$ cat src/design/dpcm_pkg.sv
// Shared widths, register map, address scaling and rate table for the DPCM channel RTL
`default_nettype none

package dpcm_pkg;

	localparam int DATA_WIDTH        = 8;  // Register write data and status
	localparam int ADDR_WIDTH        = 16;
	localparam int LEVEL_WIDTH       = 7;
	localparam int LEN_WIDTH         = 12;
	localparam int RATE_PERIOD_WIDTH = 9;
	localparam int BIT_CNT_WIDTH     = 4;  // Holds 0..8

	typedef logic [3:0]                   rate_index_t;
	typedef logic [DATA_WIDTH-1:0]        sample_byte_t;
	typedef logic [ADDR_WIDTH-1:0]        dmc_addr_t;
	typedef logic [LEVEL_WIDTH-1:0]       out_level_t;
	typedef logic [LEN_WIDTH-1:0]         bytes_left_t;
	typedef logic [2:0]                   reg_offset_t;

	// Tick period in aclk cycles, one entry per rate index
	localparam logic [RATE_PERIOD_WIDTH-1:0] RATE_TABLE [16] = '{
		9'd214, 9'd190, 9'd170, 9'd160,
		9'd143, 9'd127, 9'd113, 9'd107,
		9'd95,  9'd80,  9'd71,  9'd64,
		9'd53,  9'd42,  9'd36,  9'd27
	};

	localparam reg_offset_t REG_CTRL   = 3'd0;
	localparam reg_offset_t REG_LOAD   = 3'd1;
	localparam reg_offset_t REG_ADDR   = 3'd2;
	localparam reg_offset_t REG_LEN    = 3'd3;
	localparam reg_offset_t REG_STATUS = 3'd5;

	localparam dmc_addr_t ADDR_BASE = 16'hC000;  // Sample start base
	localparam dmc_addr_t ADDR_WRAP = 16'h8000;  // Counter target after 16'hFFFF
	localparam int ADDR_SHIFT = 6;               // Start = base + code * 64
	localparam int LEN_SHIFT  = 4;               // Bytes = code * 16 + 1

	localparam int LEVEL_STEP    = 2;
	localparam int LEVEL_MAX     = 127;
	localparam int BITS_PER_BYTE = 8;

endpackage

`default_nettype wire

$ cat src/design/dpcm_cfg_if.sv
// Configuration and sample progress shared by the register block and the DPCM datapath
`timescale 1ns/1ps
`default_nettype none

interface dpcm_cfg_if;
	import dpcm_pkg::*;

	rate_index_t rate_index;
	logic        loop_mode;
	dmc_addr_t   start_addr;    // Already scaled
	bytes_left_t start_len;     // Already scaled
	logic        restart;       // Pulse
	logic        stop;          // Pulse
	logic        level_load;    // Pulse
	out_level_t  level_value;
	logic        bytes_active;
	logic        sample_done;   // Pulse at non-looping end

	modport regs (
		output rate_index, loop_mode, start_addr, start_len,
		output restart, stop, level_load, level_value,
		input  bytes_active, sample_done
	);

	modport timer (input rate_index);

	modport reader (
		input  loop_mode, start_addr, start_len, restart, stop,
		output bytes_active, sample_done
	);

	modport output_unit (input level_load, level_value);

endinterface

`default_nettype wire

$ cat src/design/dpcm_regs.sv
// Register write decode for the DPCM channel, holds config, enable commands and interrupt flag
`timescale 1ns/1ps
`default_nettype none

module dpcm_regs (
	input  logic                              aclk,
	input  logic                              reset,
	input  logic                              reg_write,
	input  dpcm_pkg::reg_offset_t             reg_addr,
	input  logic [dpcm_pkg::DATA_WIDTH-1:0]   reg_wdata,
	dpcm_cfg_if.regs                          cfg,
	output logic [dpcm_pkg::DATA_WIDTH-1:0]   status,
	output logic                              irq
);
	import dpcm_pkg::*;

	logic                  irq_en;
	logic                  irq_flag;
	logic [DATA_WIDTH-1:0] addr_code;
	logic [DATA_WIDTH-1:0] len_code;

	always_ff @(posedge aclk) begin
		if (reset) begin
			cfg.rate_index <= '0;
			cfg.loop_mode  <= 1'b0;
			irq_en         <= 1'b0;
			irq_flag       <= 1'b0;
			addr_code      <= '0;
			len_code       <= '0;
			cfg.restart    <= 1'b0;
			cfg.stop       <= 1'b0;
			cfg.level_load <= 1'b0;
		end else begin
			cfg.restart    <= 1'b0;
			cfg.stop       <= 1'b0;
			cfg.level_load <= 1'b0;
			if (cfg.sample_done && irq_en)
				irq_flag <= 1'b1;
			if (reg_write) begin
				case (reg_addr)
					REG_CTRL: begin
						cfg.rate_index <= reg_wdata[3:0];
						cfg.loop_mode  <= reg_wdata[6];
						irq_en         <= reg_wdata[7];
						if (!reg_wdata[7])
							irq_flag <= 1'b0;  // Disabling drops a pending flag
					end
					REG_LOAD:   cfg.level_load <= 1'b1;
					REG_ADDR:   addr_code <= reg_wdata;
					REG_LEN:    len_code <= reg_wdata;
					REG_STATUS: begin
						irq_flag <= 1'b0;
						if (reg_wdata[4])
							cfg.restart <= !cfg.bytes_active;  // Only from idle
						else
							cfg.stop <= 1'b1;
					end
					default: ;
				endcase
			end
		end
	end

	always_ff @(posedge aclk) begin
		if (reg_write && reg_addr == REG_LOAD)
			cfg.level_value <= reg_wdata[LEVEL_WIDTH-1:0];
	end

	assign cfg.start_addr = ADDR_BASE + (dmc_addr_t'(addr_code) << ADDR_SHIFT);
	assign cfg.start_len  = (bytes_left_t'(len_code) << LEN_SHIFT) + bytes_left_t'(1);

	assign status = {irq_flag, 2'b00, cfg.bytes_active, 4'b0000};
	assign irq    = irq_flag;

endmodule

`default_nettype wire

$ cat src/design/dpcm_rate_timer.sv
// Rate table lookup and down-counter that paces the DPCM output unit with one-cycle ticks
`timescale 1ns/1ps
`default_nettype none

module dpcm_rate_timer (
	input  logic       aclk,
	input  logic       reset,
	dpcm_cfg_if.timer  cfg,
	output logic       tick
);
	import dpcm_pkg::*;

	logic [RATE_PERIOD_WIDTH-1:0] count;
	logic [RATE_PERIOD_WIDTH-1:0] period;

	assign period = RATE_TABLE[cfg.rate_index];  // New index used at next reload

	always_ff @(posedge aclk) begin
		if (reset)
			count <= '0;
		else if (count == '0)
			count <= period - 1'b1;
		else
			count <= count - 1'b1;
	end

	assign tick = (count == '0);

	// Shortest period is 27 cycles, ticks are always isolated
	tick_isolated: assert property (
		@(posedge aclk) disable iff (reset)
		tick |=> !tick
	);

endmodule

`default_nettype wire

$ cat src/design/dpcm_sample_reader.sv
// DPCM sample fetch: address and length counters, request/acknowledge handshake, one-byte buffer
`timescale 1ns/1ps
`default_nettype none

module dpcm_sample_reader (
	input  logic                   aclk,
	input  logic                   reset,
	dpcm_cfg_if.reader             cfg,
	output logic                   dma_req,
	output dpcm_pkg::dmc_addr_t    dma_addr,
	input  logic                   dma_ack,
	input  dpcm_pkg::sample_byte_t dma_data,
	output logic                   buf_full,
	output dpcm_pkg::sample_byte_t buf_data,
	input  logic                   buf_take
);
	import dpcm_pkg::*;

	dmc_addr_t   addr_cnt;
	bytes_left_t bytes_left;
	logic        req_start;
	logic        dma_done;
	logic        last_byte;

	assign req_start = !dma_req && cfg.bytes_active && !buf_full;
	assign dma_done  = dma_req && dma_ack;
	assign last_byte = (bytes_left == bytes_left_t'(1));

	always_ff @(posedge aclk) begin
		if (reset) begin
			dma_req          <= 1'b0;
			buf_full         <= 1'b0;
			bytes_left       <= '0;
			cfg.bytes_active <= 1'b0;
			cfg.sample_done  <= 1'b0;
		end else begin
			cfg.sample_done <= 1'b0;
			if (dma_done) begin
				dma_req  <= 1'b0;
				buf_full <= 1'b1;
				if (cfg.bytes_active) begin
					if (!last_byte) begin
						bytes_left <= bytes_left - 1'b1;
					end else if (cfg.loop_mode) begin
						bytes_left <= cfg.start_len;  // Loop reload
					end else begin
						bytes_left       <= '0;
						cfg.bytes_active <= 1'b0;
						cfg.sample_done  <= 1'b1;
					end
				end
			end else if (req_start) begin
				dma_req <= 1'b1;
			end
			if (buf_take)
				buf_full <= 1'b0;
			if (cfg.stop) begin
				bytes_left       <= '0;
				cfg.bytes_active <= 1'b0;
			end else if (cfg.restart) begin
				bytes_left       <= cfg.start_len;
				cfg.bytes_active <= 1'b1;
			end
		end
	end

	// Address counter, request address and buffer contents
	always_ff @(posedge aclk) begin
		if (cfg.restart) begin
			addr_cnt <= cfg.start_addr;
		end else if (dma_done && cfg.bytes_active) begin
			if (last_byte && cfg.loop_mode)
				addr_cnt <= cfg.start_addr;
			else if (addr_cnt == '1)
				addr_cnt <= ADDR_WRAP;  // Top of memory wraps into 8000
			else
				addr_cnt <= addr_cnt + 1'b1;
		end
		if (req_start)
			dma_addr <= addr_cnt;  // Held for the whole request
		if (dma_done)
			buf_data <= dma_data;
	end

	req_addr_held: assert property (
		@(posedge aclk) disable iff (reset)
		(dma_req && !dma_ack) |=> (dma_req && $stable(dma_addr))
	);

endmodule

`default_nettype wire

$ cat src/design/dpcm_output_unit.sv
// DPCM output stage: shifts sample bits out and steps the 7-bit level, with direct level load
`timescale 1ns/1ps
`default_nettype none

module dpcm_output_unit (
	input  logic                   aclk,
	input  logic                   reset,
	dpcm_cfg_if.output_unit        cfg,
	input  logic                   tick,
	input  logic                   buf_full,
	input  dpcm_pkg::sample_byte_t buf_data,
	output logic                   buf_take,
	output dpcm_pkg::out_level_t   dmc_out
);
	import dpcm_pkg::*;

	sample_byte_t             shift_reg;
	logic [BIT_CNT_WIDTH-1:0] bit_cnt;
	logic                     silent;
	out_level_t               level;
	out_level_t               level_next;
	logic                     byte_end;

	assign byte_end = tick && (bit_cnt == BIT_CNT_WIDTH'(1));
	assign buf_take = byte_end && buf_full;  // Buffer empties at this edge

	// Saturating step from the low shift register bit
	always_comb begin
		level_next = level;
		if (shift_reg[0]) begin
			if (level <= LEVEL_MAX - LEVEL_STEP)
				level_next = level + out_level_t'(LEVEL_STEP);
		end else if (level >= LEVEL_STEP) begin
			level_next = level - out_level_t'(LEVEL_STEP);
		end
	end

	always_ff @(posedge aclk) begin
		if (reset) begin
			bit_cnt <= BIT_CNT_WIDTH'(BITS_PER_BYTE);
			silent  <= 1'b1;
			level   <= '0;
		end else begin
			if (cfg.level_load)
				level <= cfg.level_value;  // Load beats a same-cycle step
			else if (tick && !silent)
				level <= level_next;
			if (byte_end) begin
				bit_cnt <= BIT_CNT_WIDTH'(BITS_PER_BYTE);
				silent  <= !buf_full;  // Starved buffer means a silent byte
			end else if (tick) begin
				bit_cnt <= bit_cnt - 1'b1;
			end
		end
	end

	always_ff @(posedge aclk) begin
		if (buf_take)
			shift_reg <= buf_data;
		else if (tick)
			shift_reg <= shift_reg >> 1;
	end

	assign dmc_out = level;

	level_step_bound: assert property (
		@(posedge aclk) disable iff (reset)
		(tick && !silent && !cfg.level_load) |=>
			(level == $past(level)) ||
			(level == $past(level) + out_level_t'(LEVEL_STEP)) ||
			(level == $past(level) - out_level_t'(LEVEL_STEP))
	);

endmodule

`default_nettype wire

$ cat src/design/dpcm_channel.sv
// DPCM sample channel top level, connects registers, rate timer, reader and output unit
`timescale 1ns/1ps
`default_nettype none

module dpcm_channel (
	input  logic                            aclk,
	input  logic                            reset,
	input  logic                            reg_write,
	input  dpcm_pkg::reg_offset_t           reg_addr,
	input  logic [dpcm_pkg::DATA_WIDTH-1:0] reg_wdata,
	output logic [dpcm_pkg::DATA_WIDTH-1:0] status,
	output logic                            dma_req,
	output dpcm_pkg::dmc_addr_t             dma_addr,
	input  logic                            dma_ack,
	input  dpcm_pkg::sample_byte_t          dma_data,
	output logic                            irq,
	output dpcm_pkg::out_level_t            dmc_out
);
	import dpcm_pkg::*;

	logic         tick;
	logic         buf_full;
	logic         buf_take;
	sample_byte_t buf_data;

	dpcm_cfg_if cfg_if ();

	dpcm_regs i_regs (
		.aclk      (aclk),
		.reset     (reset),
		.reg_write (reg_write),
		.reg_addr  (reg_addr),
		.reg_wdata (reg_wdata),
		.cfg       (cfg_if.regs),
		.status    (status),
		.irq       (irq)
	);

	dpcm_rate_timer i_rate_timer (.aclk(aclk), .reset(reset), .cfg(cfg_if.timer), .tick(tick));

	dpcm_sample_reader i_sample_reader (
		.aclk     (aclk),
		.reset    (reset),
		.cfg      (cfg_if.reader),
		.dma_req  (dma_req),
		.dma_addr (dma_addr),
		.dma_ack  (dma_ack),
		.dma_data (dma_data),
		.buf_full (buf_full),
		.buf_data (buf_data),
		.buf_take (buf_take)
	);

	dpcm_output_unit i_output_unit (
		.aclk     (aclk),
		.reset    (reset),
		.cfg      (cfg_if.output_unit),
		.tick     (tick),
		.buf_full (buf_full),
		.buf_data (buf_data),
		.buf_take (buf_take),
		.dmc_out  (dmc_out)
	);

endmodule

`default_nettype wire

$ cat config.mk
export PLATFORM = sky130hd
export DESIGN_NAME = dpcm_channel
export DESIGN_NICKNAME = d
export VERILOG_FILES = /design/src/design/dpcm_pkg.sv /design/src/design/dpcm_cfg_if.sv /design/src/design/dpcm_regs.sv /design/src/design/dpcm_rate_timer.sv /design/src/design/dpcm_sample_reader.sv /design/src/design/dpcm_output_unit.sv /design/src/design/dpcm_channel.sv
export SDC_FILE = /design/constraint.sdc
export NUM_CORES = 1
export LEC_CHECK = 0
export ABC_AREA = 1
export BUFFER_PORTS_ARGS = -buffer_cell sky130_fd_sc_hd__buf_4
export CORE_AREA = 2 2 116 118
export DETAILED_ROUTE_END_ITERATION = 10
export DIE_AREA = 0 0 118 120
export GPL_ROUTABILITY_DRIVEN = 0
export PLACE_DENSITY = 0.64
export SYNTH_ARGS = -nofsm -noshare
export SYNTH_HDL_FRONTEND = slang
export SYNTH_SLANG_ARGS = --single-unit
export TNS_END_PERCENT = 20
$ cat constraint.sdc
create_clock -name aclk -period 2 [get_ports aclk]
set_clock_uncertainty 0.1 [all_clocks]
set_input_delay 0.3 -clock aclk [delete_from_list [all_inputs] [get_ports aclk]]
set_output_delay 0.3 -clock aclk [all_outputs]
set_load 0.005 [all_outputs]
Word level (Yosys, flattened, before mapping)
Memory sizes are Yosys's and may differ from the RTL's.
Index checks and enable logic that the tools add are counted.
{ "totals": {"reg_bits": 118, "latch_bits": 0, "ramBits": 0, "mem_bits_ro": 144, "in_bits": 23, "output_inout_bits": 33, "wordCells": 117, "mem_count": 1} }
{ "op_classes": {"add_sub_neg": 9, "mul": 0, "n_div": 0, "order_cmp": 3, "eq_ne": 8, "n_shift": 0, "mux": 31, "bitwise_logic": 7, "reduce_logical": 35} }
{ "memory_table": {"columns": ["memory", "words", "word_bits", "read_ports", "rd_clocked_by_memory_dff", "wr", "line", "text"], "rows": [
  ["(name not given)", 16, 9, 1, 0, 0, "dpcm_rate_timer.sv:16", "assign period = RATE_TABLE[cfg.rate_index];"]
]} }
{ "op_table": {"columns": ["op", "count"], "rows": [
  ["16-bit 2-to-1 mux", 4],
  ["12-bit 2-to-1 mux", 5],
  ["7-bit 2-to-1 mux", 5],
  ["9-bit 2-to-1 mux", 3],
  ["9-bit by 1-bit subtractor with 9-bit output, second input constant", 2],
  ["15-bit by 15-bit adder with 16-bit output, first input constant", 1],
  ["16-bit by 1-bit adder with 16-bit output, second input constant", 1],
  ["16-bit equality test, second input constant", 1],
  ["8-bit 2-to-1 mux", 2],
  ["12-bit by 1-bit adder with 12-bit output, second input constant", 1],
  ["12-bit by 1-bit equality test with 1-bit output, second input constant", 1],
  ["12-bit by 1-bit subtractor with 12-bit output, second input constant", 1],
  ["1-bit 2-to-1 mux", 11],
  ["1-bit logical AND", 10],
  ["2-bit nonzero test", 5],
  ["2-bit OR reduction", 5],
  ["9-bit zero test", 1],
  ["2-bit AND reduction", 4],
  ["4-bit OR reduction", 2],
  ["7-bit by 2-bit adder with 7-bit output, second input constant", 1],
  ["7-bit by 2-bit >= comparator with 1-bit output, second input constant", 1],
  ["7-bit <= comparator, second input constant", 1],
  ["7-bit by 2-bit subtractor with 7-bit output, second input constant", 1],
  ["3-bit by 2-bit equality test with 1-bit output, second input constant", 2],
  ["other kinds (14)", 22]
]} }

Longest topological paths before layout
{ "logic_depth": {"depth_word": 6, "depth_mapped": 14, "ltp_nobuf": 14} }

Modules after synthesis
From an unflattened synthesis, not the netlist that was laid out.
{ "unflattened": {"cells_unflattened": 817, "hier_area_um2": 6414.9} }
{ "by_module_without_submodules": {"columns": ["mod", "n_inst", "cells_per_inst", "area_each_um2", "seq_area_each_um2"], "rows": [
  ["dpcm_sample_reader", 1, 331, 2842.7, 1521.5],
  ["dpcm_regs", 1, 151, 1361.3, 730.7],
  ["dpcm_output_unit", 1, 174, 1223.7, 480.5],
  ["dpcm_rate_timer", 1, 161, 987.2, 180.2]
]} }

Worst setup path after synthesis
No wires, ideal clock.
{ "synth_path": {"path_type": "register to register", "startpoint": "register i_sample_reader.cfg.bytes_active", "endpoint": "register i_sample_reader.dma_addr[0], enable pin", "setup_ns": 0.411, "arrival_time_ns": 1.568, "required_time_ns": 1.489, "path_slack_ns": -0.079, "path_stages_with_launch": 3, "path_buffers": 0, "period_less_slack_ns": 2.079, "cell_sequence": "dfxtp_1 inv_1 nor3_1"} }
{ "synth_between": {"elab_chain_cells": 2} }
{ "synth_rtl": {"columns": ["item", "line", "text"], "rows": [
  ["start: declaration", "dpcm_cfg_if.sv:29", "output bytes_active, sample_done"],
  ["start signal: assignment", "dpcm_sample_reader.sv:34", "cfg.bytes_active <= 1'b0;"],
  ["start signal: assignment", "dpcm_sample_reader.sv:48", "cfg.bytes_active <= 1'b0;"],
  ["start signal: assignment", "dpcm_sample_reader.sv:59", "cfg.bytes_active <= 1'b0;"],
  ["1-bit logical AND (2 in a row)", "dpcm_sample_reader.sv:25", "assign req_start = !dma_req && cfg.bytes_active && !buf_full;"],
  ["net i_sample_reader.req_start", "dpcm_sample_reader.sv:21", "logic req_start;"],
  ["end signal: assignment", "dpcm_sample_reader.sv:80", "dma_addr <= addr_cnt;"],
  ["end: declaration", "dpcm_sample_reader.sv:10", "output dpcm_pkg::dmc_addr_t dma_addr,"]
]} }
The timed path passes the listed nets, and every way through them passes these cells.
A chain may end at the register's enable or synchronous reset.

Worst setup path in the final report
{ "layout_path": {"startpoint": "register i_regs.cfg.rate_index[0]", "endpoint": "register i_rate_timer.count[6]"} }
{ "layout_between": {"elab_chain_cells": 6} }
{ "layout_rtl": {"columns": ["item", "line", "text"], "rows": [
  ["start: declaration", "dpcm_cfg_if.sv:20", "output rate_index, loop_mode, start_addr, start_len,"],
  ["start signal: assignment", "dpcm_regs.sv:42", "cfg.rate_index <= reg_wdata[3:0];"],
  ["4-bit NOT with 5-bit output (not written as such)", "dpcm_rate_timer.sv:16", null],
  ["memory 16 x 9 bit", null, null],
  ["9-bit 2-to-1 mux (not written as such) (2 in a row)", "dpcm_rate_timer.sv:16", null],
  ["9-bit by 1-bit subtractor with 9-bit output", "dpcm_rate_timer.sv:22", "count <= period - 1'b1;"],
  ["9-bit 2-to-1 mux", "dpcm_rate_timer.sv:21", "else if (count == '0)"],
  ["end signal: assignment", "dpcm_rate_timer.sv:22", null],
  ["end signal: assignment", "dpcm_rate_timer.sv:24", "count <= count - 1'b1;"],
  ["end: declaration", "dpcm_rate_timer.sv:13", "logic [RATE_PERIOD_WIDTH-1:0] count;"]
]} }
No other way between the ends. The select of a mux whose other input is x is not followed.

==> impl_metrics.ini <==
[cells_and_area]
top_regs = i_sample_reader.addr_cnt x16, i_sample_reader.dma_addr x16, i_sample_reader.bytes_left x12
final_cell_mix = nand2_1 (143), inv_1 (78), buf_4 (74), nor2_1 (72), dfxtp_1 (62)
synthToLayoutAreaGrowth_pct = 24.1
drive_gt1_frac = 0.207
instances_no_fill = 981
final_core_util = 0.564
stdcell_area_um2 = 7320
fill_cells = 1188
antennaDiodeCount = 0
final_common_cell = nand2_1
final_nets = 832

[timing]
hold_violations = 0
fmax_mhz = 518
setup_viol = 0
worst_slack_ns = 0.0710
slew_headroom = 0.651
period_share = 0.964
final.setup.tns_ns = 0
tightest_slew_ns = 0.522
period_minus_slack_ns = 1.93
slew_violations = 0

[global_route]
antenna_found_initial = 0
grtUsageTotal = 0.201
grt-ovfl-total = 0
grt_pass1_wl_um = 22600
grt_util_met3 = 0.0509
grt_pass1_vias = 4814
grt-busiest-layer = met2
grtUsageMet2 = 0.333
use_met1 = 0.251
grt_max_degree = 19

[route]
vias_per_cell = 4.98
drc = 0
drt_iter0_drc = 296
num_vias = 4890
drt-total-wl_um = 13400
ant_nets = 0
avgRoutedWirePerCell_um = 13.7
first_pass_iters = 6

[logic_synthesis]
ys_seq_area_frac = 0.494
yosysWarningCount = 0
netlist_area_um2 = 5900
synthMuxAreaShare = 0
synth_top_family_by_area = simple AND/OR/NAND/NOR gates
syn_avg_cell_area_um2 = 8.37
synthSimpleGateAreaFrac = 0.265
synth.distinct_cells = 42
synth_compound_area_frac = 0.101
synth_cells = 705
synth-xor-area-share = 0.0238
synth_fa_ha_area_frac = 0.0361
synth_edf_count = 55
ys_ff_latch = 118
synthArstFlopShare = 0
ys.flop_type = dfxtp_1

[setup_path]
cp_slowest_stage_delay_ns = 0.32
path_common_cell = inv_1
r2r_cells = 13
worstPathCellList = inv_1 > ha_1 > inv_1 > nand3_1 > o211ai_1 > nand2_1 > nand2_2 > inv_2 > ha_4 > nand3_4 > nor2_4 > a21oi_1 > nor2_1
path_class = reg -> reg
r2r_start = i_regs.cfg.rate_index[0]
worst_setup_path_end_kind = register
cpMaxStageDelayCell = dfxtp_2
rrSetupSlack_ns = 0.07
worstPathRequired_ns = 2.21
crit_fanout = 3
r2r_end = i_rate_timer.count[6]
cp-start-kind = register
cp.arrival_ns = 2.14

[floorplanning]
placementRows = 42
die_w_um = 118
die_h_um = 120
start_util = 0.455
core_um2 = 13000
io_pins = 56
dieArea_um2 = 14200

[placed_design]
detailed_place.area_um2 = 6530
hpwl_um = 9510
dp.cells = 934
io_buffer_count = 49
place_ws_ns = -0.0663

[clocking]
cts.path.max_buffers = 2
cts_root_buf = clkbuf_16
cts_tree = built
clk-insertion-delay-late_ns = 0.41
cts.sink_count = 118
cts.clk_slew.worst_paths_ns = 0.06
h-tree-depth = 4
cts_buffers = 17

[worst_hold_path]
min_from = reg_wdata[6]
hold_depth = 1
hold_class = in -> reg
min_to = i_regs.cfg.level_value[6]

[run]
cap_violations = 0

[pwr]
power_leakage_nw = 3.13
vdd_drop_max_mv = 0.541
pwr_density_cell_nw_per_um2 = 1050

[outcome]
status = finished, final reports clean
-- synthesized netlist by cell type (all sizes together), types with 3 or more instances --
| master | count | area share |
|---|---|---|
| or2 | 5 | 0.0053 |
| xnor2 | 3 | 0.0045 |
| clkbuf | 7 | 0.0045 |
| xor2 | 13 | 0.019 |
| nor2 | 88 | 0.067 |
| nand3 | 40 | 0.039 |
| nand4 | 8 | 0.0085 |
| o211ai | 3 | 0.0038 |
| a21oi | 43 | 0.036 |
| ha | 17 | 0.036 |
| inv | 84 | 0.054 |
| nor3b | 3 | 0.0038 |
| o21ai | 58 | 0.049 |
| nand2 | 160 | 0.11 |
| nor3 | 25 | 0.026 |
| buf | 17 | 0.022 |
| dfxtp | 63 | 0.21 |
| edfxtp | 55 | 0.28 |
-- layout make-up --
type | instances | area, um2 | share of cell area
inverters | 84 | 318 | 0.0434
multi-input cells | 484 | 2600 | 0.355
repair buffers | 87 | 687 | 0.0938
well taps | 176 | 220 | 0.0301
flip-flops and latches | 118 | 2910 | 0.398
clock inverters | 12 | 126 | 0.0173
clock buffers | 20 | 458 | 0.0626
-- how the worst max path moves through the flow --
stage                                            from                           end  cells after the start
after floorplan              i_regs.cfg.rate_index[0]         i_rate_timer.count[6]                     13
after global placement       i_regs.cfg.rate_index[0]         i_rate_timer.count[6]                     13
after detailed placement     i_regs.cfg.rate_index[0]         i_rate_timer.count[6]                     14
after CTS                 i_sample_reader.addr_cnt[0]   i_sample_reader.addr_cnt[5]                      9
after global routing      i_sample_reader.addr_cnt[0]  i_sample_reader.addr_cnt[10]                      8
final                        i_regs.cfg.rate_index[0]         i_rate_timer.count[6]                     13
-- layer usage --
metal	part of all wire	vias to the layer above
li1	-	2481
met1	0.45	2269
met2	0.48	107
met3	0.045	33
met4	0.024	0
met5	0	-
-- logic make-up (layout without fill, tap and decap cells) --
group           after synthesis  after routing
fa+ha+maj                    17             17
flops                       118            118
compound gates              113            113
buf+inv                     108            203
xor+xnor                     16             16
other cells                   1              6
simple gates                332            332
-- power by group --
| part | internal, W | leakage, nW | switching [W] |
|---|---|---|---|
| clock network | 0.00190 | 0.281 | 0.00108 |
| registers | 0.00275 | 1.01 | 0.000125 |
| logic | 0.000689 | 1.84 | 0.00116 |
-- what timing repair did --
action | 4_1_cts | 5_1_grt
pin swaps | 0 | 5
endpoints found under the hold margin | 13 | 0
buffers inserted | 0 | 3
setup endpoints to repair | 2 | 15
hold buffers | 12 | 0
gates resized for setup | 4 | 14
-- critical path: cells and delay by family (launching register included) --
kind            cells  cell delay, ns
compound gates      2            0.27
simple gates        6            0.47
flops               1            0.32
fa+ha+maj           2            0.48
buf+inv             3            0.19
-- metrics by stage --
stage | power (W) | hold slack (ns)
after global routing | 0.00813 | 0.00833
after floorplan | 0.00423 | 0.272
final | 0.00771 | 0.0182
after detailed placement | 0.00463 | 0.363
after CTS | 0.00767 | 0.00248
after global placement | 0.00456 | 0.342
(Power assumes the default switching activity.)
